File: config.mk
export PLATFORM = sky130hd
export DESIGN_NAME = arch_regfile
export DESIGN_NICKNAME = d
export VERILOG_FILES = /design/src/hw/ooo_pkg.sv /design/src/hw/arch_regfile.sv
export SDC_FILE = /design/constraint.sdc
export NUM_CORES = 2
export LEC_CHECK = 0
export ABC_AREA = 1
export BUFFER_PORTS_ARGS = -buffer_cell sky130_fd_sc_hd__buf_2
export CORE_UTILIZATION = 40
export DETAILED_ROUTE_END_ITERATION = 12
export PLACE_DENSITY_LB_ADDON = 0.3
export SLEW_MARGIN = 0
export SYNTH_ARGS = -nofsm -noshare
export SYNTH_HDL_FRONTEND = slang
export SYNTH_SLANG_ARGS = --single-unit
File: constraint.sdc
create_clock -name clk -period 3.78 [get_ports clk]
set_input_delay 0.189 -clock clk [delete_from_list [all_inputs] [get_ports clk]]
set_output_delay 0.189 -clock clk [all_outputs]
set_load 0.005 [all_outputs]
File: src/hw/ooo_pkg.sv
`default_nettype none

package ooo_pkg;

    // datapath and architectural state
    localparam int xlen = 32;
    localparam int reg_idx_w = 5;
    localparam int num_regs = 32;

    // reorder buffer, one tag per entry
    localparam int rob_idx_w = 4;
    localparam int rob_entries = 16;

    // lane 0 is the alu, lane 1 the multiplier
    localparam int cdb_lanes = 2;
    localparam int mul_latency = 4;

    // op_li takes its value from the zero-extended 16-bit immediate
    typedef enum logic [2:0] {
        op_li,
        op_add,
        op_sub,
        op_and,
        op_xor,
        op_mul
    } alu_op_e;

    typedef enum logic [1:0] {
        st_idle,
        st_wait_operands,
        st_ack
    } dispatch_state_e;

endpackage

`default_nettype wire
File: src/hw/arch_regfile.sv
`default_nettype none

module arch_regfile (
    input  logic                          clk,
    input  logic                          rst,
    input  logic [ooo_pkg::reg_idx_w-1:0] rd_idx_a,
    input  logic [ooo_pkg::reg_idx_w-1:0] rd_idx_b,
    output logic [ooo_pkg::xlen-1:0]      rd_data_a,
    output logic [ooo_pkg::xlen-1:0]      rd_data_b,
    input  logic                          wr_en,
    input  logic [ooo_pkg::reg_idx_w-1:0] wr_idx,
    input  logic [ooo_pkg::xlen-1:0]      wr_data
);

    logic [ooo_pkg::xlen-1:0] regs [ooo_pkg::num_regs];

    // no write bypass, the rename table covers the retire cycle
    assign rd_data_a = regs[rd_idx_a];
    assign rd_data_b = regs[rd_idx_b];

    always_ff @(posedge clk) begin
        if (rst) begin
            for (int i = 0; i < ooo_pkg::num_regs; i++) begin
                regs[i] <= '0;
            end
        end else if (wr_en) begin
            regs[wr_idx] <= wr_data;
        end
    end

endmodule

`default_nettype wire

== Word-level counts from Yosys, hierarchy flattened ==
Memory sizes are Yosys's and may differ from the RTL's.
Cells that the tools add are included.
Widths: inputs -> output; s select.

* Multiplexer cells: 8
* Reduce and logical (&&, ||, !) cells: 1

{| class="wikitable"
|+ Operators with widths
! operator !! number
|-
| $mux 32 || 1
|-
| $reduce_or 32->1 || 1
|-
| $mux 1 || 6
|-
| $mux 5 || 1
|}

* Memories kept: 1
* Bits in registers: 0
* Output and inout port bits: 64
* Memory bits (writable): 1024
* Input bits: 50

{| class="wikitable"
|+ Memory list
! memory !! depth !! bits a word !! rd ports !! clocked after Yosys merged registers in !! write ports !! line !! RTL
|-
| regs || 32 || 32 || 2 || 0 || 32 || arch_regfile.sv:15 || <nowiki>logic [ooo_pkg::xlen-1:0] regs [ooo_pkg::num_regs];</nowiki>
|}

== Logic depth before layout (Yosys ltp) ==
* Word-level depth: 5
* Depth in mapped cells: 12
* Depth with buffers taken out: 9

== Worst setup path before layout ==
OpenSTA, ideal clock, no wires.

* Path kind: input-to-reg
* Start point: in rst
* End point: mem regs[10][0] in the netlist's numbering (enable)
* Path buffers: 1
* Data required time: 3.391 ns
* Arrival time: 1.809 ns
* Path slack: 1.582 ns
* Stages: 6
* Library setup time: 0.389 ns
* Cells stage by stage: inv_2 nand2_1 nor3_4 nand2_1 buf_6 nand2_1

{| class="wikitable"
|+ RTL lines
! item !! line !! RTL
|-
| start: declaration || arch_regfile.sv:5 || <nowiki>input logic rst,</nowiki>
|-
| end: declaration || arch_regfile.sv:15 ||
|}

== Final worst setup path ==
* Start point: in rd_idx_a[0] in the netlist's numbering
* End point: out rd_data_a[31] in the netlist's numbering

* Longest elaborated chain between the ends: 1

{| class="wikitable"
|+ Ends and longest elaborated chain
! item !! line !! RTL
|-
| start: declaration || arch_regfile.sv:6 || <nowiki>input logic [ooo_pkg::reg_idx_w-1:0] rd_idx_a,</nowiki>
|-
| $mem_v2 32x32 || -- ||
|-
| end: declaration || arch_regfile.sv:8 || <nowiki>output logic [ooo_pkg::xlen-1:0] rd_data_a,</nowiki>
|}

No other way between the ends.

==> impl_metrics.ini <==
[cts]
cts.sinks = 1024
postCtsSetupBuffers = 0
cts_root_buffer = clkbuf_16
htreeDepth = 3
cts_resized = 0
hold_buffers = 0
cts_tree = yes
clk_pin_slew_ns = 0.06
clock_path_buffers = 3
cts_made_buffers = 110

[timing]
timing.final.crit_share_pct = 76.2
setup_tns_ns = 0
rsz0062_at_grt = false
fmax_mhz = 347
maxSlewViolCount = 0
max_slew.worst_pin.slew_ns = 1.22
period_minus_slack_ns = 2.88
finalHoldViolations = 0
setup_viol = 0
relSlewSlack_pct = 18.8

[die]
ioPinCount = 114
fp.dieW_um = 379
fp.dieH_um = 379
fp-row-count = 138
die_area_mm2 = 0.144
start_util_pct = 40.2
core_area_mm2 = 0.141

[setup_path]
crit_path_start_kind = input port
cp_max_fo = 66
critPathCaptureType = primary output
cp.arrival_ns = 2.69
critPathKind = input port to primary output
worstPathRequired_ns = 3.59

[finish]
synthToLayoutAreaGrowth_pct = 9.99
final_cells = 8987
reg_top3 = regs x1024
final_area_mm2 = 0.0626
nets = 7059
largest_reg_flops = 1024
drive_gt1_share_pct = 7.43
regMostFlops = regs

[yosys]
ys_warn_count = 0
syn-num-nets = 7270
yosysUniqueCellTypes = 13
synth_top_family_by_area = simple AND/OR/NAND/NOR gates
synth_top_cell_area_share_pct = 54.0
ys_ff_latch = 1024
synth_compound_area_share_pct = 0
yosys.area_share.simple_pct = 39.9
synth_fa_ha_area_share_pct = 0
synth_area_mm2 = 0.0569
synthTopCellsByArea = edfxtp_1, nand2_1, nand3_1, nor2_1, buf_2
synth_xor_area_share_pct = 0
avgSynthCellArea_um2 = 7.88
synth_top_cell_by_area = edfxtp_1
syn_inst = 7220
synth.area.mux_share_pct = 0
ys_seq_area_share_pct = 54.0

[power_and_ir_drop]
seqPwrFrac_pct = 47.2
clkPwrFrac_pct = 38.6
switching_share_pct = 28.1
power_leakage_nw = 26.3
p_int_mw = 20.5
combPwrFrac_pct = 14.2
switchingPower_mw = 8.01
irDropWorstVdd_mv = 0.345
p_per_area_mw_per_mm2 = 455

[detailed_routing]
first_iter_violations = 9047
wl_per_cell_um = 25.3
drc = 1
antenna_left = 0
vias = 53600
via_per_inst = 5.96
dr.pass1.iters = 11
wirelength_um = 227000

[placement]
placed_area_mm2 = 0.0590
hpwl_um = 127000
globalplace.congestion = 0.908
placed_cells = 8787
io_buffers = 113

[worst_hold_path]
hold_class = input port to flip-flop
min_path_cells = 4
min-delay-start = wr_data[7]
whs_endpoint = regs[14][7]

[grt]
grt_pass1_wl_um = 325000
grt_overflow_total = 0
grt_pass1_vias = 49600
antenna_found_initial = 7
grtUsageTotal_pct = 30.8
grt_max_degree = 137

[status]
violations = DRC
outcome = finished with violations

[run]
drv_cap = 0
[synthesized netlist by cell type, drive strengths merged]
library cell / n
nor2: 1024
edfxtp: 1024
clkbuf: 232
nor3: 12
buf: 399
inv: 48
nand3: 1536
nand2: 2945
[layer usage]
metal,up-vias,track usage (%),share of wire (%)
met3,713,7.24,14
met2,4183,47.4,44
met5,-,0,0.024
met4,8,15.1,4.9
li1,23300,-,-
met1,25300,40.5,37
[through the flow]
| step | total power, mW | hold WS [ns] | setup slack (ns) | util [%] |
|---|---|---|---|---|
| floorplan | 15.9 | 0.440 | 1.58 | - |
| global placement | 17.5 | 0.793 | 1.05 | 41.7 |
| detailed placement | 17.5 | 0.803 | 1.08 | 41.7 |
| CTS | 28.3 | 0.0141 | 1.08 | 44.3 |
| global route | 29.2 | 0.0578 | 0.795 | 44.3 |
| finish | 28.5 | 0.0297 | 0.900 | 44.3 |
[area by class of cell]
class / instances / area, um^2
fillers: 13500 / 78800
flip-flops and latches: 1024 / 30700
multi-input cells: 5517 / 22800
clock buffers: 137 / 2900
repair buffers: 308 / 2860
well taps: 1890 / 2360
clock inverters: 62 / 666
inverters: 48 / 223
diodes: 1 / 2.50
[layout by cell type, fill, tap and decap left out, types with 2 or more instances in the layout]
cell type	instances
nand2_1	2889
nand3_1	1536
nor2_1	1024
edfxtp_1	1024
buf_4	135
clkbuf_16	112
buf_2	105
buf_12	62
nand2_2	56
inv_1	37
clkinv_1	26
clkbuf_1	25
clkinv_2	20
bufinv_16	13
nor3_1	8
inv_8	4
inv_6	4
nor3_4	4
buf_8	4
clkinvlp_4	2
clkinv_8	2
buf_6	2
[power by group through the flow]
stage	Sequential, mW	Combinational (mW)	Clock (mW)
2_1_floorplan	13.6	2.31	0
3_3_place_gp	13.6	3.84	0
3_5_place_dp	13.7	3.87	0
4_1_cts	13.4	3.88	11.0
5_1_grt	13.5	4.26	11.4
6_report	13.4	4.03	11.0
[worst max-delay path: stages]
cell	delay [ns]
buf_8	0.37
buf_4	0.73
nand2_1	0.11
nand3_1	0.12
nand3_1	0.09
nand2_1	0.16
nand2_1	0.10
nand2_1	0.19
nand2_1	0.08
nand2_1	0.24
buf_2	0.16
[worst max-delay path by stage]
stage                    endpoint   startpoint  cells past startpoint  slack (ns)
finish              rd_data_a[31]  rd_idx_a[0]                     11        0.90
global route        rd_data_a[21]  rd_idx_a[0]                     11        0.79
CTS                 rd_data_a[31]  rd_idx_a[0]                     11        1.08
detailed placement  rd_data_a[31]  rd_idx_a[0]                     11        1.08
global placement    rd_data_a[31]  rd_idx_a[0]                     11        1.05
floorplan             regs[10][0]          rst                      6        1.58
[cell families after synthesis]
logic type	Yosys count
buffers and inverters	679
AND/OR/NAND/NOR	5517
flip-flops	1024
No activity file was read; power rests on OpenSTA's default activity.
