===== src/hw/ooo_pkg.sv =====
`default_nettype none

package ooo_pkg;

    // datapath and architectural state
    localparam int xlen = 32;
    localparam int reg_idx_w = 5;
    localparam int num_regs = 32;

    // reorder buffer, one tag per entry
    localparam int rob_idx_w = 4;
    localparam int rob_entries = 16;

    // lane 0 is the alu, lane 1 the multiplier
    localparam int cdb_lanes = 2;
    localparam int mul_latency = 4;

    // op_li takes its value from the zero-extended 16-bit immediate
    typedef enum logic [2:0] {
        op_li,
        op_add,
        op_sub,
        op_and,
        op_xor,
        op_mul
    } alu_op_e;

    typedef enum logic [1:0] {
        st_idle,
        st_wait_operands,
        st_ack
    } dispatch_state_e;

endpackage

`default_nettype wire

===== src/hw/rename_table.sv =====
`default_nettype none

module rename_table (
    input  logic                          clk,
    input  logic                          rst,
    input  logic [ooo_pkg::reg_idx_w-1:0] src_a,
    input  logic [ooo_pkg::reg_idx_w-1:0] src_b,
    output logic                          busy_a,
    output logic                          busy_b,
    output logic [ooo_pkg::rob_idx_w-1:0] tag_a,
    output logic [ooo_pkg::rob_idx_w-1:0] tag_b,
    input  logic                          rename,
    input  logic [ooo_pkg::reg_idx_w-1:0] rename_rd,
    input  logic [ooo_pkg::rob_idx_w-1:0] rename_tag,
    input  logic                          retire_valid,
    input  logic [ooo_pkg::reg_idx_w-1:0] retire_rd,
    input  logic [ooo_pkg::rob_idx_w-1:0] retire_tag
);

    logic [ooo_pkg::num_regs-1:0] in_flight;
    logic [ooo_pkg::rob_idx_w-1:0] youngest [ooo_pkg::num_regs];

    assign busy_a = in_flight[src_a];
    assign busy_b = in_flight[src_b];
    assign tag_a = youngest[src_a];
    assign tag_b = youngest[src_b];

    always_ff @(posedge clk) begin
        if (rst) begin
            in_flight <= '0;
        end else begin
            // only the youngest producer frees the mapping
            if (retire_valid && (youngest[retire_rd] == retire_tag)) begin
                in_flight[retire_rd] <= 1'b0;
            end
            // a new rename of the same register takes priority
            if (rename) begin
                in_flight[rename_rd] <= 1'b1;
            end
        end
    end

    always_ff @(posedge clk) begin
        if (rename) begin
            youngest[rename_rd] <= rename_tag;
        end
    end

endmodule

`default_nettype wire


===== config.mk =====
export PLATFORM = sky130hd
export DESIGN_NAME = rename_table
export DESIGN_NICKNAME = d
export VERILOG_FILES = /design/src/hw/ooo_pkg.sv /design/src/hw/rename_table.sv
export SDC_FILE = /design/constraint.sdc
export NUM_CORES = 1
export LEC_CHECK = 0
export ABC_AREA = 1
export BUFFER_PORTS_ARGS = -buffer_cell sky130_fd_sc_hd__buf_2
export CORE_MARGIN = 2
export CORE_UTILIZATION = 39
export DETAILED_ROUTE_END_ITERATION = 8
export PLACE_DENSITY_LB_ADDON = 0.05
export SLEW_MARGIN = 5
export SYNTH_ARGS = -nofsm -noshare
export SYNTH_HDL_FRONTEND = slang
export SYNTH_SLANG_ARGS = --single-unit

===== constraint.sdc =====
create_clock -name clk -period 2.2 [get_ports clk]
set_input_delay 0.11 -clock clk [delete_from_list [all_inputs] [get_ports clk]]
set_output_delay 0.11 -clock clk [all_outputs]
set_load 0.05 [all_outputs]

### Word-level counts from Yosys, hierarchy flattened

Memories as Yosys holds them, arrays and structs flattened.
Index checks and enable logic that the tools add are counted.

* word-level logic and storage cells: 28
* register bits: 32
* input bits: 32
* memories: 1
* memory bits (writable): 128
* output and inout bits: 10

Memory list
* youngest: words 32, width 4, read ports 3, clocked after memory_dff 0, wr ports 1, RTL line rename_table.sv:21 `logic [ooo_pkg::rob_idx_w-1:0] youngest [ooo_pkg::num_regs];`

* muxes and demuxes: 13
* eq/ne operators: 1
* bitwise operators: 3
* order comparisons: 6
* reductions and logical operators: 3

Operators by type and width (number)
* $mux 32: 3
* $and 32x32->32: 1
* $not 32->32: 1
* $or 32x32->32: 1
* $lt 5x6->1 const B: 4
* $bmux 1 s5: 2
* $demux 1 s5: 2
* $ge 5x1->1 const B: 2
* $mux 1: 6
* $eq 4x4->1: 1
* $logic_and 1x1->1: 3

### Longest topological paths before layout

* depth after elaboration: 10
* depth in mapped cells: 18
* depth with buffers taken out: 15

### Worst setup path after synthesis

Ideal clock, no wire load.

* kind: input port to output port
* from: input src_a[0] (netlist name)
* to: output busy_a
* setup slack: 0.013 ns
* buffers on the path: 3
* required time: 2.090 ns
* arrival: 2.077 ns
* stages: 7
* cell sequence: clkbuf_1 > clkbuf_1 > buf_1 > nor2_1 > o221ai_1 > nand3_1 > a31oi_1

* cells in the longest elaborated chain, start to end: 2

RTL lines
* start: declaration: RTL line rename_table.sv:6 `input logic [ooo_pkg::reg_idx_w-1:0] src_a,`
* $bmux 1 s5: RTL line rename_table.sv:23 `assign busy_a = in_flight[src_a];`
* $mux 1 (implied by the code): RTL line rename_table.sv:23
* end: declaration: RTL line rename_table.sv:8 `output logic busy_a,`

No other way between the ends. The select of a mux whose other input is x is not followed.

==> impl_summary.log <==
[metrics] xor/xnor cell area share of the yosys netlist: 0%
[metrics] Cell Area, Placed: 10900 µm²
[metrics] H-tree Lvls: 4
[metrics] area grow syn2layout: 18.2%
[metrics] initial drt markers: 1359
[metrics] number of warnings reported in the yosys synthesis log: 0
[metrics] NumNets Final: 1388
[metrics] ranking of synthesized cells by area: edfxtp_1 (39%), nand2_1 (11%), o21ai_0 (9.2%), nor2_1 (7.1%), dfxtp_1 (6.5%)
[metrics] clock latency reported for the late side of the worst-skew pair: 0.44 ns
[metrics] simple-gate share of the synthesized area: 25.0%
[metrics] ANT nets after route: 0
[metrics] share of the core filled with cells in the final layout: 46.6%
[metrics] number of synthesized register bits: 160
[metrics] Initial Utilization: 39.5%
[metrics] antenna violations before repair: 0
[metrics] most common cell after layout, fill and taps aside: nand2_1
[metrics] detail-routed net length per standard cell: 24.2 µm
[metrics] combined flip-flop and latch cell area: 4480 µm²
[metrics] Final setup violation count: 0
[metrics] area inside the core boundary: 25000 µm²
[metrics] count of mapped cells out of synthesis: 1310
[metrics] height of the die: 163 µm
[metrics] min Tclk post-route: 2.19 ns
[metrics] combinational family with the most area after synthesis: simple AND/OR/NAND/NOR gates
[metrics] Final Hold Violating Endpoints: 0
[metrics] skew final: 0.0122 ns
[metrics] area of the multi-input gates: 4630 µm²
[metrics] Via density: 5.96
[metrics] root buffer cell: clkbuf_16
[metrics] final cell area excluding filler cells: 11700 µm²
[metrics] Worst Setup End Kind: output port
[metrics] total overflow reported by the global router: 0
[metrics] maximum number of pins on one net before global-route repair: 50
[metrics] RSZ-0062 raised after global routing: true
[metrics] total wire length after detailed routing: 41000 µm
[metrics] critical-path cell with the highest stage delay: edfxtp_1
[metrics] most frequent cells in the layout: nand2_1 (283), nor2_1 (184), o21ai_0 (177)
[metrics] clock tree from TritonCTS: done
[metrics] Avg Inst Size Synth: 7.54 µm²
[metrics] DP HPWL: 28000 µm
[metrics] required time reported for the critical path endpoint: 2.09 ns
[metrics] number of buffers added by the clock tree synthesis step: 17
[metrics] number of I/O pins: 42
[metrics] leakage power figure: 0.00432 µW
[metrics] fraction of final layout cells sized beyond drive strength 1: 13.5%
[metrics] worst-path maximum fanout: 3
[metrics] # hold bufs at CTS: 0
[metrics] achievable frequency: 457 MHz
[metrics] Worst Hold Margin: 0.212 ns
[metrics] actual transition at the worst max-transition pin: 0.812 ns
[metrics] number of sinks handled by clock tree synthesis: 160
[metrics] Compound-Gate Fraction of Synth Area: 20.9%
[metrics] residual DRC count: 0
[metrics] die outline width: 163 µm
[metrics] wire length of the first global-routing pass: 61100 µm
[metrics] fraction of post-synthesis cell area in the top cell type by area: 38.9%
[metrics] max-capacitance violation count: 0
[metrics] buffer depth of the longest clock path: 2
[metrics] Die Footprint: 26600 µm²
[metrics] post-synthesis net count: 1342
[metrics] worst supply voltage drop on vdd: 0.424 mV
[metrics] power per cell area: 666 nW/µm²
[metrics] number of global-route vias before repair: 9510
[metrics] clock input transition at the sequential cells of the worst setup and hold paths: 0.08 ns
[metrics] portion of netlist area occupied by mux cells: 0%
[metrics] count of TritonRoute iterations in the first routing pass: 6
[metrics] sequential share of the synthesized area: 45.4%
[metrics] number of inserted filler cells in the final layout: 2526
[metrics] global-route total usage across every layer: 31.2%
[metrics] Rows: 58
[metrics] fraction of the cycle the final worst path needs: 99.5%
[metrics] number of different library cells in the post-synthesis netlist: 29
[metrics] Yosys top cell by area: edfxtp_1
[metrics] Largest stage delay, worst path: 0.42 ns
[metrics] post-synthesis adder-cell area fraction: 0%
[metrics] Post-Synthesis Cell Area: 9880 µm²
[metrics] CP startpoint kind: flop
[metrics] count of vias placed by the detailed router: 10100
[metrics] worst rel slew slack: 45.8%
[metrics] status: finished clean
[metrics] Hold Crit Class: primary input to flop
[metrics] Slew Limit Fails: 0
[metrics] input/output buffers: 41
[metrics] number of antenna cells inserted: 0
[metrics] final estimated routing congestion in global placement: 0.909
[metrics] cells along the critical path: nand2_1 > a32o_1 > a21oi_1 > o21ai_0 > a32oi_1 > buf_4
[metrics] CP arrival: 2.08 ns
[metrics] category of the critical setup timing path: flop to output port
-- worst max-delay path: cells and delay by family, from the launching register on --
family	cells	cell delay (ns)
compound gates	4	0.91
flops	1	0.42
buf+inv	1	0.23
simple gates	1	0.08
-- final timing paths --
kind / endpoint / depth (start not counted) / from / slack [ns]
max: tag_b[2] / 6 / youngest[25][2]$_DFFE_PP_ / 0.01
min: in_flight[22]$_SDFF_PP0_ / 6 / rename_rd[3] / 0.21
max reg2reg: in_flight[28]$_SDFF_PP0_ / 16 / youngest[16][2]$_DFFE_PP_ / 0.15
min reg2reg: in_flight[24]$_SDFF_PP0_ / 2 / in_flight[24]$_SDFF_PP0_ / 0.47
-- area by class of cell --
class | instances | area share, %
multi-input combinational | 953 | 39.6
tap | 330 | 3.54
clock inverter | 15 | 1.38
inverter | 103 | 3.31
sequential | 160 | 38.4
timing repair buffer | 121 | 10.1
clock buffer | 17 | 3.64
-- report_power, final --
part / switching (µW) / internal (µW)
clock: 1490 / 1530
sequential: 25.9 / 3300
combinational: 972 / 453
-- kinds of logic (layout without fill, tap and decap cells) --
family,count (synthesis),in the layout
AO/OA/AOI/OAI,359,359
flip-flops,160,160
buffers and inverters,197,256
AND/OR/NAND/NOR,594,594
-- registers in the layout, indices dropped and copies added (netlist names) --
name / count
in_flight: 32
youngest: 128
-- metal layers --
metal  global-route usage [%]  vias to the layer above  part of all wire [%]
li1                         -                     4644                     -
met1                     43.0                     4790                    41
met2                     49.2                      598                    46
met3                     5.03                       97                   9.4
met4                     12.4                        0                   3.3
met5                        0                        -                     0
-- Yosys cell counts (all sizes together) --
cell    instances
o22ai           8
o221ai         29
edfxtp        128
nand2         287
nand4          39
buf            34
o211ai         33
a31oi          17
nand3          57
nor2          191
dfxtp          32
clkinv          1
o21ai         181
a21oi          81
clkbuf         60
nor3           20
a32o            1
inv           102
a32oi           9
-- metrics by stage --
step | setup WS (ns) | power [µW] | TNS (ns) | cells
floorplan | 0.0127 | 4150 | 0 | 1310
global placement | 0.0129 | 4710 | 0 | 1661
detailed placement | 0.00213 | 4710 | 0 | 1661
CTS | 0.00272 | 7710 | 0 | 1693
global route | -0.00687 | 8020 | -0.00774 | 1699
finish | 0.0104 | 7770 | 0 | 1699
-- repair_timing --
action	in CTS	in global routing
resized for setup	4	31
pin swaps	0	8
cloned	0	3
buffers inserted	0	3
endpoints found under the setup margin	3	40
Note: power is estimated with default switching activity, not from simulation.
