===== src/hw/ooo_pkg.sv =====
`default_nettype none

package ooo_pkg;

    // datapath and architectural state
    localparam int xlen = 32;
    localparam int reg_idx_w = 5;
    localparam int num_regs = 32;

    // reorder buffer, one tag per entry
    localparam int rob_idx_w = 4;
    localparam int rob_entries = 16;

    // lane 0 is the alu, lane 1 the multiplier
    localparam int cdb_lanes = 2;
    localparam int mul_latency = 4;

    // op_li takes its value from the zero-extended 16-bit immediate
    typedef enum logic [2:0] {
        op_li,
        op_add,
        op_sub,
        op_and,
        op_xor,
        op_mul
    } alu_op_e;

    typedef enum logic [1:0] {
        st_idle,
        st_wait_operands,
        st_ack
    } dispatch_state_e;

endpackage

`default_nettype wire

===== src/hw/dispatch_unit.sv =====
`default_nettype none

module dispatch_unit (
    input  logic                          clk,
    input  logic                          rst,
    input  logic                          inst_req,
    output logic                          inst_ack,
    input  ooo_pkg::alu_op_e              inst_op,
    input  logic [ooo_pkg::reg_idx_w-1:0] inst_rd,
    input  logic [ooo_pkg::reg_idx_w-1:0] inst_rs1,
    input  logic [ooo_pkg::reg_idx_w-1:0] inst_rs2,
    input  logic [15:0]                   inst_imm,
    output logic [ooo_pkg::reg_idx_w-1:0] src_a,
    output logic [ooo_pkg::reg_idx_w-1:0] src_b,
    input  logic                          busy_a,
    input  logic                          busy_b,
    input  logic [ooo_pkg::rob_idx_w-1:0] tag_a,
    input  logic [ooo_pkg::rob_idx_w-1:0] tag_b,
    output logic                          rename,
    output logic [ooo_pkg::reg_idx_w-1:0] rename_rd,
    output logic [ooo_pkg::rob_idx_w-1:0] rename_tag,
    output logic [ooo_pkg::reg_idx_w-1:0] rd_idx_a,
    output logic [ooo_pkg::reg_idx_w-1:0] rd_idx_b,
    input  logic [ooo_pkg::xlen-1:0]      rd_data_a,
    input  logic [ooo_pkg::xlen-1:0]      rd_data_b,
    output logic                          push,
    output logic [ooo_pkg::reg_idx_w-1:0] push_rd,
    input  logic [ooo_pkg::rob_idx_w-1:0] alloc_tag,
    input  logic                          full,
    output logic [ooo_pkg::rob_idx_w-1:0] look_tag_a,
    output logic [ooo_pkg::rob_idx_w-1:0] look_tag_b,
    input  logic                          look_ready_a,
    input  logic                          look_ready_b,
    input  logic [ooo_pkg::xlen-1:0]      look_value_a,
    input  logic [ooo_pkg::xlen-1:0]      look_value_b,
    output logic                          alu_issue,
    output logic                          mul_issue,
    output ooo_pkg::alu_op_e              issue_op,
    output logic [ooo_pkg::xlen-1:0]      issue_a,
    output logic [ooo_pkg::xlen-1:0]      issue_b,
    output logic [ooo_pkg::rob_idx_w-1:0] issue_tag,
    input  logic                          alu_busy,
    input  logic                          mul_busy
);

    ooo_pkg::dispatch_state_e state;
    logic is_li;
    logic is_mul;
    logic ready_a;
    logic ready_b;
    logic lane_busy;
    logic accept;

    assign is_li = (inst_op == ooo_pkg::op_li);
    assign is_mul = (inst_op == ooo_pkg::op_mul);

    // sources go to the rename table, the register file and the rob together
    assign src_a = inst_rs1;
    assign src_b = inst_rs2;
    assign rd_idx_a = inst_rs1;
    assign rd_idx_b = inst_rs2;
    assign look_tag_a = tag_a;
    assign look_tag_b = tag_b;

    // renamed operand must have its result in the rob or on the bus
    assign ready_a = is_li || !busy_a || look_ready_a;
    assign ready_b = is_li || !busy_b || look_ready_b;
    assign lane_busy = is_mul ? mul_busy : alu_busy;

    assign accept = inst_req && (state != ooo_pkg::st_ack) && !full
                    && ready_a && ready_b && !lane_busy;

    assign push = accept;
    assign push_rd = inst_rd;
    assign rename = accept;
    assign rename_rd = inst_rd;
    assign rename_tag = alloc_tag;

    assign alu_issue = accept && !is_mul;
    assign mul_issue = accept && is_mul;
    assign issue_op = inst_op;
    assign issue_tag = alloc_tag;
    assign issue_a = is_li ? ooo_pkg::xlen'(inst_imm) : (busy_a ? look_value_a : rd_data_a);
    assign issue_b = busy_b ? look_value_b : rd_data_b;

    assign inst_ack = (state == ooo_pkg::st_ack);

    always_ff @(posedge clk) begin
        if (rst) begin
            state <= ooo_pkg::st_idle;
        end else begin
            case (state)
                ooo_pkg::st_idle, ooo_pkg::st_wait_operands: begin
                    if (accept) begin
                        state <= ooo_pkg::st_ack;
                    end else if (inst_req) begin
                        state <= ooo_pkg::st_wait_operands;
                    end
                end
                // hold ack until the requester drops req
                ooo_pkg::st_ack: begin
                    if (!inst_req) begin
                        state <= ooo_pkg::st_idle;
                    end
                end
                default: state <= ooo_pkg::st_idle;
            endcase
        end
    end

    assert property (@(posedge clk) disable iff (rst) $rose(inst_ack) |-> $past(inst_req));

endmodule

`default_nettype wire


===== config.mk =====
export PLATFORM = sky130hd
export DESIGN_NAME = dispatch_unit
export DESIGN_NICKNAME = d
export VERILOG_FILES = /design/src/hw/ooo_pkg.sv /design/src/hw/dispatch_unit.sv
export SDC_FILE = /design/constraint.sdc
export NUM_CORES = 1
export LEC_CHECK = 0
export BUFFER_PORTS_ARGS = -buffer_cell sky130_fd_sc_hd__buf_2
export CORE_AREA = 2 2 119 121
export CTS_CLUSTER_DIAMETER = 100
export CTS_CLUSTER_SIZE = 8
export DETAILED_ROUTE_END_ITERATION = 16
export DIE_AREA = 0 0 121 123
export GPL_ROUTABILITY_DRIVEN = 0
export PLACE_DENSITY_LB_ADDON = 0.3
export SETUP_SLACK_MARGIN = 0.2
export SLEW_MARGIN = 20
export SYNTH_ARGS = -nofsm -noshare
export SYNTH_HDL_FRONTEND = slang
export SYNTH_SLANG_ARGS = --single-unit

===== constraint.sdc =====
create_clock -name clk -period 2.66 [get_ports clk]
set_input_delay 0.266 -clock clk [delete_from_list [all_inputs] [get_ports clk]]
set_output_delay 0.266 -clock clk [all_outputs]
set_load 0.02 [all_outputs]

Word-level counts from Yosys, hierarchy flattened
Cells that the tools add are included.
{"block": "word_totals", "regBits": 2, "elab_cells": 35}
{"block": "classes", "eq_ne": 6, "n_mux": 8, "reduce_logical": 20}
{"op": "32-bit 2-to-1 mux", "count": 3}
{"op": "1-bit logical AND", "count": 7}
{"op": "2-bit 2-to-1 mux", "count": 3}
{"op": "1-bit logical NOT", "count": 5}
{"op": "1-bit logical OR", "count": 4}
{"op": "2-bit inequality test (second input constant)", "count": 2}
{"op": "2-bit case mux with 2 select lines", "count": 1}
{"op": "3-bit == test (second input constant)", "count": 1}
{"op": "3-bit logical NOT", "count": 1}
{"op": "3-bit inequality test (second input constant)", "count": 1}
{"op": "2-bit by 1-bit == test with 1-bit output (second input constant)", "count": 1}
{"op": "2-bit == test (second input constant)", "count": 1}
{"op": "2-bit logical NOT", "count": 1}
{"op": "2-bit AND reduction", "count": 1}
{"op": "2-bit OR reduction", "count": 1}
{"op": "1-bit 2-to-1 mux", "count": 1}

Longest topological paths before layout
{"block": "logic_depth", "word_depth": 8, "mapped_depth": 5, "ltp_nobuf": 4}

Least setup slack after synthesis
Ideal clock, no wire load.
{"block": "synth_timing", "kind": "flip-flop to output port", "start": "register state[1]", "end": "output alu_issue", "arrival_time_ns": 1.349, "required_ns": 2.394, "setup_slack_ns": 1.045, "path_stages_with_launch": 4, "path_cell_list": "dfxtp_1 > nor2b_4 > or3b_1 > a211oi_1"}
{"block": "synth_between", "elab_chain_len": 7}
{"element": "start, declared", "line": "dispatch_unit.sv:46", "rtl": "ooo_pkg::dispatch_state_e state;"}
{"element": "start signal, assigned", "line": "dispatch_unit.sv:90", "rtl": "state <= ooo_pkg::st_idle;"}
{"element": "start signal, assigned", "line": "dispatch_unit.sv:95", "rtl": "state <= ooo_pkg::st_ack;"}
{"element": "start signal, assigned", "line": "dispatch_unit.sv:97", "rtl": "state <= ooo_pkg::st_wait_operands;"}
{"element": "2-bit inequality test", "line": "dispatch_unit.sv:70", "rtl": "assign accept = inst_req && (state != ooo_pkg::st_ack) && !full"}
{"element": "1-bit logical AND (2 in series)", "line": "dispatch_unit.sv:70"}
{"element": "1-bit logical AND (3 in series)", "line": "dispatch_unit.sv:71", "rtl": "&& ready_a && ready_b && !lane_busy;"}
{"element": "1-bit logical AND", "line": "dispatch_unit.sv:79", "rtl": "assign alu_issue = accept && !is_mul;"}
{"element": "end, declared", "line": "dispatch_unit.sv:36", "rtl": "output logic alu_issue,"}
No other way between the ends.

Worst setup path in the final report
{"block": "layout_timing", "start": "input busy_b", "end": "output alu_issue"}
{"block": "layout_between", "elab_chain_len": 6}
{"element": "start, declared", "line": "dispatch_unit.sv:16", "rtl": "input logic busy_b,"}
{"element": "1-bit logical NOT", "line": "dispatch_unit.sv:67", "rtl": "assign ready_b = is_li || !busy_b || look_ready_b;"}
{"element": "1-bit logical OR (2 in series)", "line": "dispatch_unit.sv:67"}
{"element": "1-bit logical AND (2 in series)", "line": "dispatch_unit.sv:71"}
{"element": "1-bit logical AND", "line": "dispatch_unit.sv:79"}
No other way between the ends.

==> impl_metrics.tcl <==
set metrics [dict create \
    htreeDepth 1 \
    tns_ps 0 \
    drt_wl_total_um 5833 \
    required_ps 2390 \
    vias 1919 \
    post_cts_resized 0 \
    skew_ps 2.767 \
    hold_buffers 0 \
    hp-class "input port to flip-flop" \
    die_w_um 121 \
    overflow 0 \
    drv_slew 0 \
    drtPass1Iterations 3 \
    layout_common_cells "buf_2 (228), mux2i_1 (33), mux2_2 (32)" \
    fin_util_pct 18.73 \
    grt_pass1_vias 1763 \
    crit_family "compound AO/OA/AOI/OAI gates" \
    coreArea_um2 13610 \
    place_inst 546 \
    antenna_found_initial 1 \
    tightest_slew_ps 701.6 \
    synthCells 198 \
    clk-insertion-delay-late_ps 220 \
    slowest_stage "a22oi_2" \
    seq_area_um2 40.04 \
    cp_max_fo 33 \
    final_cells 550 \
    fillers 1535 \
    placed_area_um2 2472 \
    synth_enable_flop_cells 0 \
    relSlewSlack_pct 53.22 \
    async_reset_ff_share_pct 0 \
    clockBufferDepth 2 \
    regToRegEndpoint "state[1]" \
    synth-seq-cells 2 \
    timing.final.crit_share_pct 69.01 \
    nets 555 \
    timing.hold.ws_ps 332.9 \
    critPathBufInv 2 \
    setup_ws_ps 824.4 \
    critPathCaptureType "primary output" \
    crit_start "busy_b" \
    clk_pin_slew_worst_paths_ps 30 \
    root_buffer "clkbuf_16" \
    mostFrequentLayoutCell "buf_2" \
    wl_per_cell_um 10.61 \
    status "finished, final reports clean" \
    grt_pass1_wl_um 7997 \
    reg2reg_slack_ps 1630 \
    cts_tree "done" \
    startpoint_type "input port" \
    largest-register "state" \
    synthSimpleGateAreaFrac_pct 12.65 \
    grtUsageTotal_pct 6.626 \
    cp-endpoint "alu_issue" \
    final_area_um2 2550 \
    cts.sinks 2 \
    ys_types 23 \
    synth_fp_nets 382 \
    io_pins 302 \
    postCtsSetupBuffers 0 \
    fmax_ghz 0.5448 \
    synth_compound_area_share_pct 8.980 \
    synthesis.area_um2 1533 \
    synthToLayoutAreaGrowth_pct 66.37 \
    cap_violations 0 \
    hold_viol_final 0 \
    synthAdderAreaFrac_pct 0 \
    via_per_inst 3.489 \
    rsz0062_at_grt "false" \
    path_class "input port to primary output" \
    arrival_ps 1570 \
    p_per_area_nw_per_um2 280.4 \
    largest_reg_flops 2 \
    final-setup-viol-count 0 \
    grt_max_degree 50 \
    worstSetupPathDepth 5 \
    drc 0 \
    fp-row-count 43 \
    place_hpwl_um 5139 \
    ys.flop_type "dfxtp_1" \
    numCtsBuffers 3 \
    yosys_warnings 0 \
    synth_xor_area_share_pct 0 \
    ir_drop_uv 145.0 \
    cpPeakStageDelay_ps 360 \
    avgSynthCellArea_um2 7.741 \
    total_power_uw 714.9 \
    critical_path.cell_chain "buf_2 > a22oi_2 > o21ai_0 > a211oi_1 > buf_2" \
    ys_seq_area_share_pct 2.612 \
    first_iter_violations 17 \
    drive_gt1_share_pct 73.44 \
    dp_slack_ps 811.5 \
    die_y_um 123 \
    rr_startpoint "state[1]" \
    synth_top_family_by_area "multiplexers" \
    drtAntennaViolNets 0 \
    die-area_um2 14880 \
    port_buffers 228 \
    start_util_pct 11.26 \
    critPathMostFrequentCell "buf_2" \
    period_needed_ps 1836 \
    multiInputGateArea_um2 1028 \
    synth.mux.area_fraction_pct 45.06 \
    r2r.worst_path.cells 4 \
    leakagePower_nw 1.430 \
    top_regs "state x2" \
]
[area by class of cell]
cell class,count,share of cell area (%)
repair buffers,231,45.63
well taps,180,8.832
diodes,1,0.09814
inverters,4,0.5888
multi-input cells,129,40.33
flip-flops and latches,2,1.570
clock buffers,3,2.944
[tightest hold or removal path, cell delays in order]
cell     delay (ps)
buf_2            90
nor2_1           40
o21ai_0          60
nor2_1           40
[worst min-delay path by stage]
stage | cells after the start | slack [ps] | startpoint | to
final | 4 | 330 | rst | state[0]
after global routing | 2 | 370 | inst_req | state[1]
after CTS | 4 | 330 | rst | state[0]
after detailed placement | 3 | 520 | state[1] | state[0]
after global placement | 3 | 510 | state[1] | state[0]
after floorplan | 2 | 420 | inst_req | state[0]
[power breakdown]
| group | internal, mW | total [mW] | switching [mW] |
|---|---|---|---|
| Sequential | 0.0321 | 0.0336 | 0.00149 |
| Clock | 0.191 | 0.224 | 0.0328 |
| Combinational | 0.213 | 0.457 | 0.244 |
| Total | 0.437 | 0.715 | 0.278 |
[per-layer routing]
metal | part of all wire (%) | up-vias | global-route usage (%) | wire length [µm]
li1 | - | 972 | - | -
met1 | 36 | 795 | 7.117 | 2101
met2 | 50 | 142 | 13.03 | 2935
met3 | 12 | 10 | 1.522 | 725
met4 | 1.2 | 0 | 1.526 | 70
met5 | 0 | - | 0 | 0
[cells by family (layout without fill, tap and decap cells)]
kind of cell | Yosys count | count (layout)
compound gates | 23 | 23
buf+inv | 67 | 238
flops | 2 | 2
mux | 65 | 65
other cells | 0 | 1
simple gates | 41 | 41
[synth_stat cells (2+ instances only)]
master	instances	area, µm²
buf_4	53	397.9
o21ai_0	18	90.09
mux2_2	32	360.4
inv_1	4	15.01
nor2_1	19	71.32
mux2i_1	33	330.3
buf_2	7	35.03
nand2_1	16	60.06
dfxtp_1	2	40.04
Power figures use the tool's default switching activity.
