File: config.mk
export PLATFORM = sky130hd
export DESIGN_NAME = reorder_buffer_flat
export DESIGN_NICKNAME = d
export VERILOG_FILES = /design/src/hw/ooo_pkg.sv /design/src/hw/cdb_if.sv /design/src/hw/reorder_buffer.sv /design/src/flat_wrapper.sv
export SDC_FILE = /design/constraint.sdc
export NUM_CORES = 1
export LEC_CHECK = 0
export BUFFER_PORTS_ARGS = -buffer_cell sky130_fd_sc_hd__buf_4
export CORE_ASPECT_RATIO = 0.5
export CORE_MARGIN = 2
export CORE_UTILIZATION = 35
export DETAILED_ROUTE_END_ITERATION = 10
export PLACE_DENSITY = 0.55
export SLEW_MARGIN = 10
export SYNTH_ARGS = -nofsm -noshare
export SYNTH_HDL_FRONTEND = slang
export SYNTH_SLANG_ARGS = --single-unit
File: constraint.sdc
create_clock -name clk -period 9.7 [get_ports clk]
set_input_delay 0.97 -clock clk [delete_from_list [all_inputs] [get_ports clk]]
set_output_delay 0.97 -clock clk [all_outputs]
set_load 0.01 [all_outputs]
File: src/hw/ooo_pkg.sv
`default_nettype none

package ooo_pkg;

    // datapath and architectural state
    localparam int xlen = 32;
    localparam int reg_idx_w = 5;
    localparam int num_regs = 32;

    // reorder buffer, one tag per entry
    localparam int rob_idx_w = 4;
    localparam int rob_entries = 16;

    // lane 0 is the alu, lane 1 the multiplier
    localparam int cdb_lanes = 2;
    localparam int mul_latency = 4;

    // op_li takes its value from the zero-extended 16-bit immediate
    typedef enum logic [2:0] {
        op_li,
        op_add,
        op_sub,
        op_and,
        op_xor,
        op_mul
    } alu_op_e;

    typedef enum logic [1:0] {
        st_idle,
        st_wait_operands,
        st_ack
    } dispatch_state_e;

endpackage

`default_nettype wire
File: src/hw/cdb_if.sv
`default_nettype none

interface cdb_if;

    // one strobe, tag and result per lane
    logic                          valid [ooo_pkg::cdb_lanes];
    logic [ooo_pkg::rob_idx_w-1:0] tag   [ooo_pkg::cdb_lanes];
    logic [ooo_pkg::xlen-1:0]      value [ooo_pkg::cdb_lanes];

    modport producer (
        output valid,
        output tag,
        output value
    );

    modport consumer (
        input valid,
        input tag,
        input value
    );

endinterface

`default_nettype wire

File: src/hw/reorder_buffer.sv
`default_nettype none

module reorder_buffer (
    input  logic                           clk,
    input  logic                           rst,
    cdb_if.consumer                        cdb,
    input  logic                           push,
    input  logic [ooo_pkg::reg_idx_w-1:0]  push_rd,
    output logic [ooo_pkg::rob_idx_w-1:0]  alloc_tag,
    output logic                           full,
    input  logic [ooo_pkg::rob_idx_w-1:0]  look_tag_a,
    input  logic [ooo_pkg::rob_idx_w-1:0]  look_tag_b,
    output logic                           look_ready_a,
    output logic                           look_ready_b,
    output logic [ooo_pkg::xlen-1:0]       look_value_a,
    output logic [ooo_pkg::xlen-1:0]       look_value_b,
    output logic                           retire_valid,
    output logic [ooo_pkg::reg_idx_w-1:0]  retire_rd,
    output logic [ooo_pkg::xlen-1:0]       retire_value,
    output logic [ooo_pkg::rob_idx_w-1:0]  retire_tag
);

    // head allocates, tail retires
    logic [ooo_pkg::rob_idx_w-1:0] head;
    logic [ooo_pkg::rob_idx_w-1:0] tail;
    logic [ooo_pkg::rob_entries-1:0] occupied;
    logic [ooo_pkg::rob_entries-1:0] ready;
    logic [ooo_pkg::reg_idx_w-1:0] dest_q  [ooo_pkg::rob_entries];
    logic [ooo_pkg::xlen-1:0]      value_q [ooo_pkg::rob_entries];

    assign alloc_tag = head;
    assign full = occupied[head];

    // oldest entry leaves as soon as its result is in
    assign retire_valid = occupied[tail] && ready[tail];
    assign retire_rd = dest_q[tail];
    assign retire_value = value_q[tail];
    assign retire_tag = tail;

    always_ff @(posedge clk) begin
        if (rst) begin
            head <= '0;
            tail <= '0;
            occupied <= '0;
            ready <= '0;
        end else begin
            if (retire_valid) begin
                occupied[tail] <= 1'b0;
                ready[tail] <= 1'b0;
                tail <= tail + 1'b1;
            end
            for (int i = 0; i < ooo_pkg::cdb_lanes; i++) begin
                if (cdb.valid[i]) begin
                    ready[cdb.tag[i]] <= 1'b1;
                end
            end
            if (push) begin
                occupied[head] <= 1'b1;
                ready[head] <= 1'b0;
                head <= head + 1'b1;
            end
        end
    end

    // entry payload
    always_ff @(posedge clk) begin
        for (int i = 0; i < ooo_pkg::cdb_lanes; i++) begin
            if (cdb.valid[i]) begin
                value_q[cdb.tag[i]] <= cdb.value[i];
            end
        end
        if (push) begin
            dest_q[head] <= push_rd;
        end
    end

    // stored result, or the one on the bus this cycle
    always_comb begin
        look_ready_a = ready[look_tag_a];
        look_value_a = value_q[look_tag_a];
        look_ready_b = ready[look_tag_b];
        look_value_b = value_q[look_tag_b];
        for (int i = 0; i < ooo_pkg::cdb_lanes; i++) begin
            if (cdb.valid[i] && (cdb.tag[i] == look_tag_a)) begin
                look_ready_a = 1'b1;
                look_value_a = cdb.value[i];
            end
            if (cdb.valid[i] && (cdb.tag[i] == look_tag_b)) begin
                look_ready_b = 1'b1;
                look_value_b = cdb.value[i];
            end
        end
    end

    // dispatch must hold off while every slot is taken
    assert property (@(posedge clk) disable iff (rst) push |-> !full);

    // a lane only writes back to an entry still waiting on it
    for (genvar i = 0; i < ooo_pkg::cdb_lanes; i++) begin : g_cdb_chk
        assert property (@(posedge clk) disable iff (rst)
            cdb.valid[i] |-> occupied[cdb.tag[i]] && !ready[cdb.tag[i]]);
    end

endmodule

`default_nettype wire

File: src/flat_wrapper.sv
// flat-port wrapper written by rule: the top's interface ports become plain ports
module reorder_buffer_flat 
  (clk, rst, push, push_rd, alloc_tag, full, look_tag_a, look_tag_b, look_ready_a, look_ready_b, look_value_a, look_value_b, retire_valid, retire_rd, retire_value, retire_tag, cdb_valid, cdb_tag, cdb_value);
  cdb_if cdb_i ();
  input  logic clk;
  input  logic rst;
  input  logic push;
  input  logic [ooo_pkg::reg_idx_w-1:0] push_rd;
  output logic [ooo_pkg::rob_idx_w-1:0] alloc_tag;
  output logic full;
  input  logic [ooo_pkg::rob_idx_w-1:0] look_tag_a;
  input  logic [ooo_pkg::rob_idx_w-1:0] look_tag_b;
  output logic look_ready_a;
  output logic look_ready_b;
  output logic [ooo_pkg::xlen-1:0] look_value_a;
  output logic [ooo_pkg::xlen-1:0] look_value_b;
  output logic retire_valid;
  output logic [ooo_pkg::reg_idx_w-1:0] retire_rd;
  output logic [ooo_pkg::xlen-1:0] retire_value;
  output logic [ooo_pkg::rob_idx_w-1:0] retire_tag;
  input wire logic [$bits(cdb_i.valid)-1:0] cdb_valid;
  input wire logic [$bits(cdb_i.tag)-1:0] cdb_tag;
  input wire logic [$bits(cdb_i.value)-1:0] cdb_value;
  assign cdb_i.valid = {>>{cdb_valid}};
  assign cdb_i.tag = {>>{cdb_tag}};
  assign cdb_i.value = {>>{cdb_value}};
  reorder_buffer u_core (.clk(clk), .rst(rst), .cdb(cdb_i), .push(push), .push_rd(push_rd), .alloc_tag(alloc_tag), .full(full), .look_tag_a(look_tag_a), .look_tag_b(look_tag_b), .look_ready_a(look_ready_a), .look_ready_b(look_ready_b), .look_value_a(look_value_a), .look_value_b(look_value_b), .retire_valid(retire_valid), .retire_rd(retire_rd), .retire_value(retire_value), .retire_tag(retire_tag));
endmodule
### Word level (Yosys, flattened, before mapping)

Memories as Yosys holds them, arrays and structs flattened. A register that Yosys moved wholly into a read port is not among the register bits.
Index checks and enable logic that the tools add are counted.

| storage, ports and cells | value |
|---|---|
| bits in writable memories | 592 |
| memories kept | 2 |
| input bits | 90 |
| register bits after elaboration | 40 |
| output and inout port bits | 113 |
| word-level logic and storage cells | 85 |

Memory list:

| memory | depth | width | read ports | clocked after Yosys merged registers in | write ports | line | text |
|---|---|---|---|---|---|---|---|
| u_core.value_q | 16 | 32 | 3 | 1 | 2 | reorder_buffer.sv:29 | `logic [ooo_pkg::xlen-1:0] value_q [ooo_pkg::rob_entries];` |
| u_core.dest_q | 16 | 5 | 1 | 1 | 1 | reorder_buffer.sv:28 | `logic [ooo_pkg::reg_idx_w-1:0] dest_q [ooo_pkg::rob_entries];` |

| operators by class | value |
|---|---|
| mux-type cells | 46 |
| $add $sub $neg | 2 |
| bitwise gates (word level) | 8 |
| reductions and logical operators | 9 |
| magnitude comparators | 10 |
| equal/unequal tests | 4 |

Operators with widths:

| operator | count |
|---|---|
| 16-bit 2-to-1 mux | 10 |
| 32-bit 2-to-1 mux | 4 |
| 16-bit bitwise AND | 3 |
| 16-bit bitwise OR | 3 |
| 16-bit NOT | 2 |
| 4-bit by 5-bit < comparator with 1-bit output (second input constant) | 6 |
| 1-bit binary-select mux with 4-bit select | 5 |
| 1-bit 2-to-1 mux | 19 |
| 1-bit demux with 4-bit select | 4 |
| 4-bit == test | 4 |
| 4-bit by 1-bit >= comparator with 1-bit output (second input constant) | 4 |
| 4-bit 2-to-1 mux | 4 |
| 1-bit logical AND | 9 |
| 4-bit by 1-bit adder with 4-bit output (second input constant) | 2 |

### Logic depth before layout (Yosys ltp)

| depth | value |
|---|---|
| word-level depth | 16 |
| mapped depth | 8 |
| mapped depth without buffers | 6 |

### Worst setup path before layout

No wires, ideal clock.

| timing | value |
|---|---|
| path type | input to register |
| from | input cdb_tag[4] |
| to | register u_core.ready[8] (netlist bit) |
| stages on the path | 5 |
| library setup time | 79 ps |
| buffers on the path | 1 |
| setup slack | 5188 ps |
| required time | 9621 ps |
| data arrival time | 4433 ps |
| path through | clkbuf_1 or3b_2 o21ai_0 o21ai_0 a21oi_1 |

| on the way | value |
|---|---|
| word-level cells in the longest chain between the ends | 12 |
| elaborated cells on any way between the ends | 13 |
| those cells by class | 2 x order compare; 7 x mux; 3 x bitwise; 1 x reduce/logical |

Ends and longest elaborated chain:

| what | line | text |
|---|---|---|
| from (decl) | flat_wrapper.sv:22 | `input wire logic [$bits(cdb_i.tag)-1:0] cdb_tag;` |
| 4-bit by 5-bit < comparator with 1-bit output (implied by the code) or 4-bit by 1-bit >= comparator with 1-bit output (tied branches) | reorder_buffer.sv:54 | `ready[cdb.tag[i]] <= 1'b1;` |
| 1-bit logical AND (implied by the code) | reorder_buffer.sv:54 |  |
| 1-bit 2-to-1 mux (implied by the code) | reorder_buffer.sv:54 |  |
| 1-bit demux with 4-bit select * | - |  |
| 16-bit bitwise OR (no line) * | - |  |
| 16-bit 2-to-1 mux * | reorder_buffer.sv:53 | `if (cdb.valid[i]) begin` |
| 16-bit 2-to-1 mux * | reorder_buffer.sv:41 | `if (rst) begin` |
| 16-bit bitwise OR (no line) | - |  |
| 16-bit 2-to-1 mux * | reorder_buffer.sv:53 |  |
| 16-bit 2-to-1 mux * | reorder_buffer.sv:41 |  |
| 16-bit bitwise AND (no line) | - |  |
| 16-bit 2-to-1 mux * | reorder_buffer.sv:57 | `if (push) begin` |
| to (signal assigned) | reorder_buffer.sv:45 | `ready <= '0;` |
| to (signal, indexed assignment) | reorder_buffer.sv:54 |  |
| to (signal, indexed assignment) | reorder_buffer.sv:59 | `ready[head] <= 1'b0;` |
| to (decl) | reorder_buffer.sv:27 | `logic [ooo_pkg::rob_entries-1:0] ready;` |

Mark *: on every way between the ends. The rest lies on a longest branch, timed or not. The select of a mux whose other input is x is not followed.
A chain may end at the register's enable or synchronous reset.

### Final worst setup path

| timing | value |
|---|---|
| from | input look_tag_a[0] (netlist bit) |
| to | output look_value_a[28] (netlist bit) |

| on the way | value |
|---|---|
| word-level cells in the longest chain between the ends | 4 |
| elaborated cells on any way between the ends | 7 |
| those cells by class | 2 x eq/ne; 2 x mux; 2 x reduce/logical; 1 x memory |

Ends and longest elaborated chain:

| what | line | text |
|---|---|---|
| from (decl) | flat_wrapper.sv:11 | `input logic [ooo_pkg::rob_idx_w-1:0] look_tag_a;` |
| parallel branches: the longest is 3 deep, another holds memory 16 x 32 bit | - |  |
| 32-bit 2-to-1 mux * | reorder_buffer.sv:84 | `if (cdb.valid[i] && (cdb.tag[i] == look_tag_a)) begin` |
| to (decl) | flat_wrapper.sv:15 | `output logic [ooo_pkg::xlen-1:0] look_value_a;` |

Mark *: on every way between the ends.

==> metrics.md <==
| Metric | Value |
|---|---|
| Die span in y | `244 um` |
| Synth Instances | `2511` |
| Avg Inst Size Synth | `16.1 um2` |
| CP bufs+invs | `5` |
| Crit path capture type | `output port` |
| Total CTS buffers | `70` |
| Top cell by count, worst path | `buf_4` |
| Via count | `26400` |
| Largest net degree at the start of global routing | `62` |
| DP Area | `0.0433 mm2` |
| Clock power share | `0.388` |
| Post-CTS Setup Repair Bufs | `0` |
| DR iter-0 viols | `2888` |
| Root buffer cell | `clkbuf_16` |
| DP Worst Slack | `4.07 ns` |
| Syn. warnings | `0` |
| Cell family with most CP delay | `buffers and inverters` |
| CTS resizes | `0` |
| CP peak stage delay | `0.82 ns` |
| Commonest non-fill, non-tap cell in the layout | `edfxtp_1` |
| Critical path's slowest cell | `buf_4` |
| Sw frac | `0.262` |
| Post-layout util | `0.395` |
| Most frequent cells in the layout | `edfxtp_1, mux2_2, mux4_2` |
| Arrival @ worst endpoint | `4.68 ns` |
| Power Density | `150 mW/mm2` |
| FP Rows | `88` |
| Setup violations, final | `0` |
| Worst EP required | `8.73 ns` |
| Final period utilization | `0.583` |
| Comb power frac | `0.147` |
| Sequential power share | `0.466` |
| Critical Setup Path Class | `input port to output port` |
| Syn Nets | `2609` |
| Slew Limit Fails | `0` |
| Port-buffer cells | `202` |
| Core ar. | `0.115 mm2` |
| Final instance area | `0.0455 mm2` |
| Critical-path cell list | `buf_8, buf_4, xor2_1, nor4_2, buf_4, nor2b_4, buf_4, a221o_1, buf_4` |
| HP Class | `flip-flop to flip-flop` |
| Fin nets | `2643` |
| RSZ-0062 raised after global routing | `false` |
| Depth of the CTS H-tree | `3` |
| Highest clock rate | `0.177 GHz` |
| Internal | `5010 uW` |
| Yosys reg bits | `636` |
| Clk slew on worst S/H paths | `0.06 ns` |
| Critical path launch point type | `input port` |
| CP Max Fanout | `55` |
| DP HPWL | `76400 um` |
| Total GRT Usage | `0.236` |
| Lkg Pwr | `0.0143 uW` |
| Status | `completed` |
| Cts hold-fix bufs | `0` |
| Setup ws final | `4.05 ns` |
| Residual DRC | `0` |
| Initial antenna violation count | `5` |
| Area growth, synth to finish | `12.3%` |
| CTS Sinks | `636` |
| First-pass GRT wire length | `200000 um` |
| Worst vdd ir | `127 uV` |
| Post-synthesis sequential area ratio | `0.461` |
| First-pass DRT Iterations | `5` |
| Vias in the first global route | `27000` |
| Mean routed wirelength per cell | `34.2 um` |
| Net Switching | `1780 uW` |
| Setup TNS | `0 ns` |
| Die Wd | `485 um` |
| Diode count | `0` |
| Synth Flop Type | `edfxtp_1` |
| Final ANT Viol Nets | `0` |
| Layout cells sized above 1 | `0.528` |
| CTS tree | `done` |
| I/O pins | `203` |
| Cell Area, Synth | `0.0405 mm2` |
| Tmin final | `5.65 ns` |
| Initial Util | `0.352` |
| Clk_skew | `0.00908 ns` |
| Max-Cap Viols | `0` |
| Async set or reset register ratio after synthesis | `0` |
| Die footprint | `0.119 mm2` |
| Clock Latency Late Sink | `0.67 ns` |
| Distinct cells, synth | `46` |
| Drt total wl | `141000 um` |
| Total grt overflow | `0` |
| Hold Vio Cnt, Final | `0` |
| Worst slew pin tran | `1.30 ns` |
| Max-slew headroom | `0.109` |
| Via density | `6.40` |
| Max Root-Sink Buffers | `3` |
| Post-synth EDFFs | `592` |
| GP Congestion | `0.813` |
==> sequential cells by signal, summed over array words and instances, names as in the netlist, named ones only <==
| name | cells |
|---|---|
| u_core.value_q | 512 |
| u_core.dest_q | 80 |
| u_core.occupied | 16 |
| u_core.ready | 16 |
| u_core.alloc_tag | 4 |
| u_core.retire_tag | 4 |
==> final cells by class <==
type	instances	area [um2]
Multi-Input combinational cell	1551	20600
Tap cell	1530	1910
Fill cell	10600	69500
Inverter	20	75.1
Clock buffer	95	1880
Sequential cell	636	18700
Clock inverter	28	294
Timing Repair Buffer	266	2030
==> power by group through the flow <==
stage                     clock network, uW  registers [uW]  logic (uW)
after floorplan                           0            3200         634
after global placement                    0            3220         983
after detailed placement                  0            3220         994
after CTS                              2680            3160         997
after global routing                   2770            3180        1050
final                                  2640            3170         996
==> layer usage <==
layer / up-vias / track usage / share of wire
met4: 8 / 0.0693 / 0.029
met2: 1209 / 0.395 / 0.49
met3: 263 / 0.0400 / 0.074
li1: 10700 / - / -
met1: 14300 / 0.315 / 0.41
met5: - / 0 / 0.00024
==> worst reg2reg max path, cell delays in order (launching register included) <==
cell      delay, ns
dfxtp_1        0.78
o21ai_0        0.20
o211ai_1       0.39
nand2_1        0.50
a211oi_1       0.35
==> synthesized netlist by cell type, types with 2 or more instances <==
cell type  count  area (um2)
nor2b_1       68         425
or3_1          4        25.0
a31oi_1        3        18.8
buf_1         15        56.3
xnor2_1        5        43.8
and3b_1        2        17.5
mux2i_1       66         661
buf_2         69         345
buf_6         11         124
mux4_1         2        52.6
o21bai_1       5        37.5
a2111oi_0     64         561
nor4_2         2        25.0
o21a_1         3        22.5
a211oi_1      75         563
or2_2          2        12.5
mux4_2       456       10300
o211ai_1       4        30.0
inv_1         20        75.1
nor4_1         2        12.5
a21oi_1       26         130
a311oi_1       2        17.5
and2_1        13        81.3
nor3b_1        2        15.0
o21ai_0       30         150
mux2_2       512        5770
buf_4         22         165
or3b_2         2        17.5
nand3b_1       3        22.5
nand2b_1      13        81.3
a221o_1       64         641
nor2_1        47         176
dfxtp_1       44         881
ha_1           8         100
o22ai_1        3        18.8
xor2_1        14         123
nand3_1       10        50.1
and3_1         2        12.5
nand2_1       33         124
clkbuf_1     186         698
edfxtp_1     592       17800
==> worst paths after layout <==
| check | start | end | slack, ns | depth (start not counted) |
|---|---|---|---|---|
| worst max-delay path | look_tag_a[0] | look_value_a[28] | 4.05 | 9 |
| worst min-delay path | u_core.occupied[13] | u_core.occupied[13] | 0.49 | 2 |
| worst max register to register | u_core.retire_tag[3] | u_core.occupied[0] | 7.40 | 4 |
| worst min register to register | u_core.occupied[13] | u_core.occupied[13] | 0.49 | 2 |
==> through the flow <==
stage / instances / hold WS, ns / power [uW]
after floorplan: 2511 / 0.459 / 3840
after global placement: 4001 / 0.470 / 4200
after detailed placement: 4003 / 0.482 / 4220
after CTS: 4126 / 0.491 / 6840
after global routing: 4126 / 0.531 / 7000
final: 4126 / 0.492 / 6800
==> cells by family (layout without fill, tap and decap cells) <==
group	Yosys count	in the layout	share of synthesized area
AND/OR/NAND/NOR	206	206	0.0273
flip-flops	636	636	0.461
XOR/XNOR	19	19	0.00411
adder cells (fa/ha/maj)	8	8	0.00247
AO/OA/AOI/OAI	282	282	0.0547
buffers and inverters	324	409	0.0364
multiplexers	1036	1036	0.414
(Power assumes the default switching activity.)
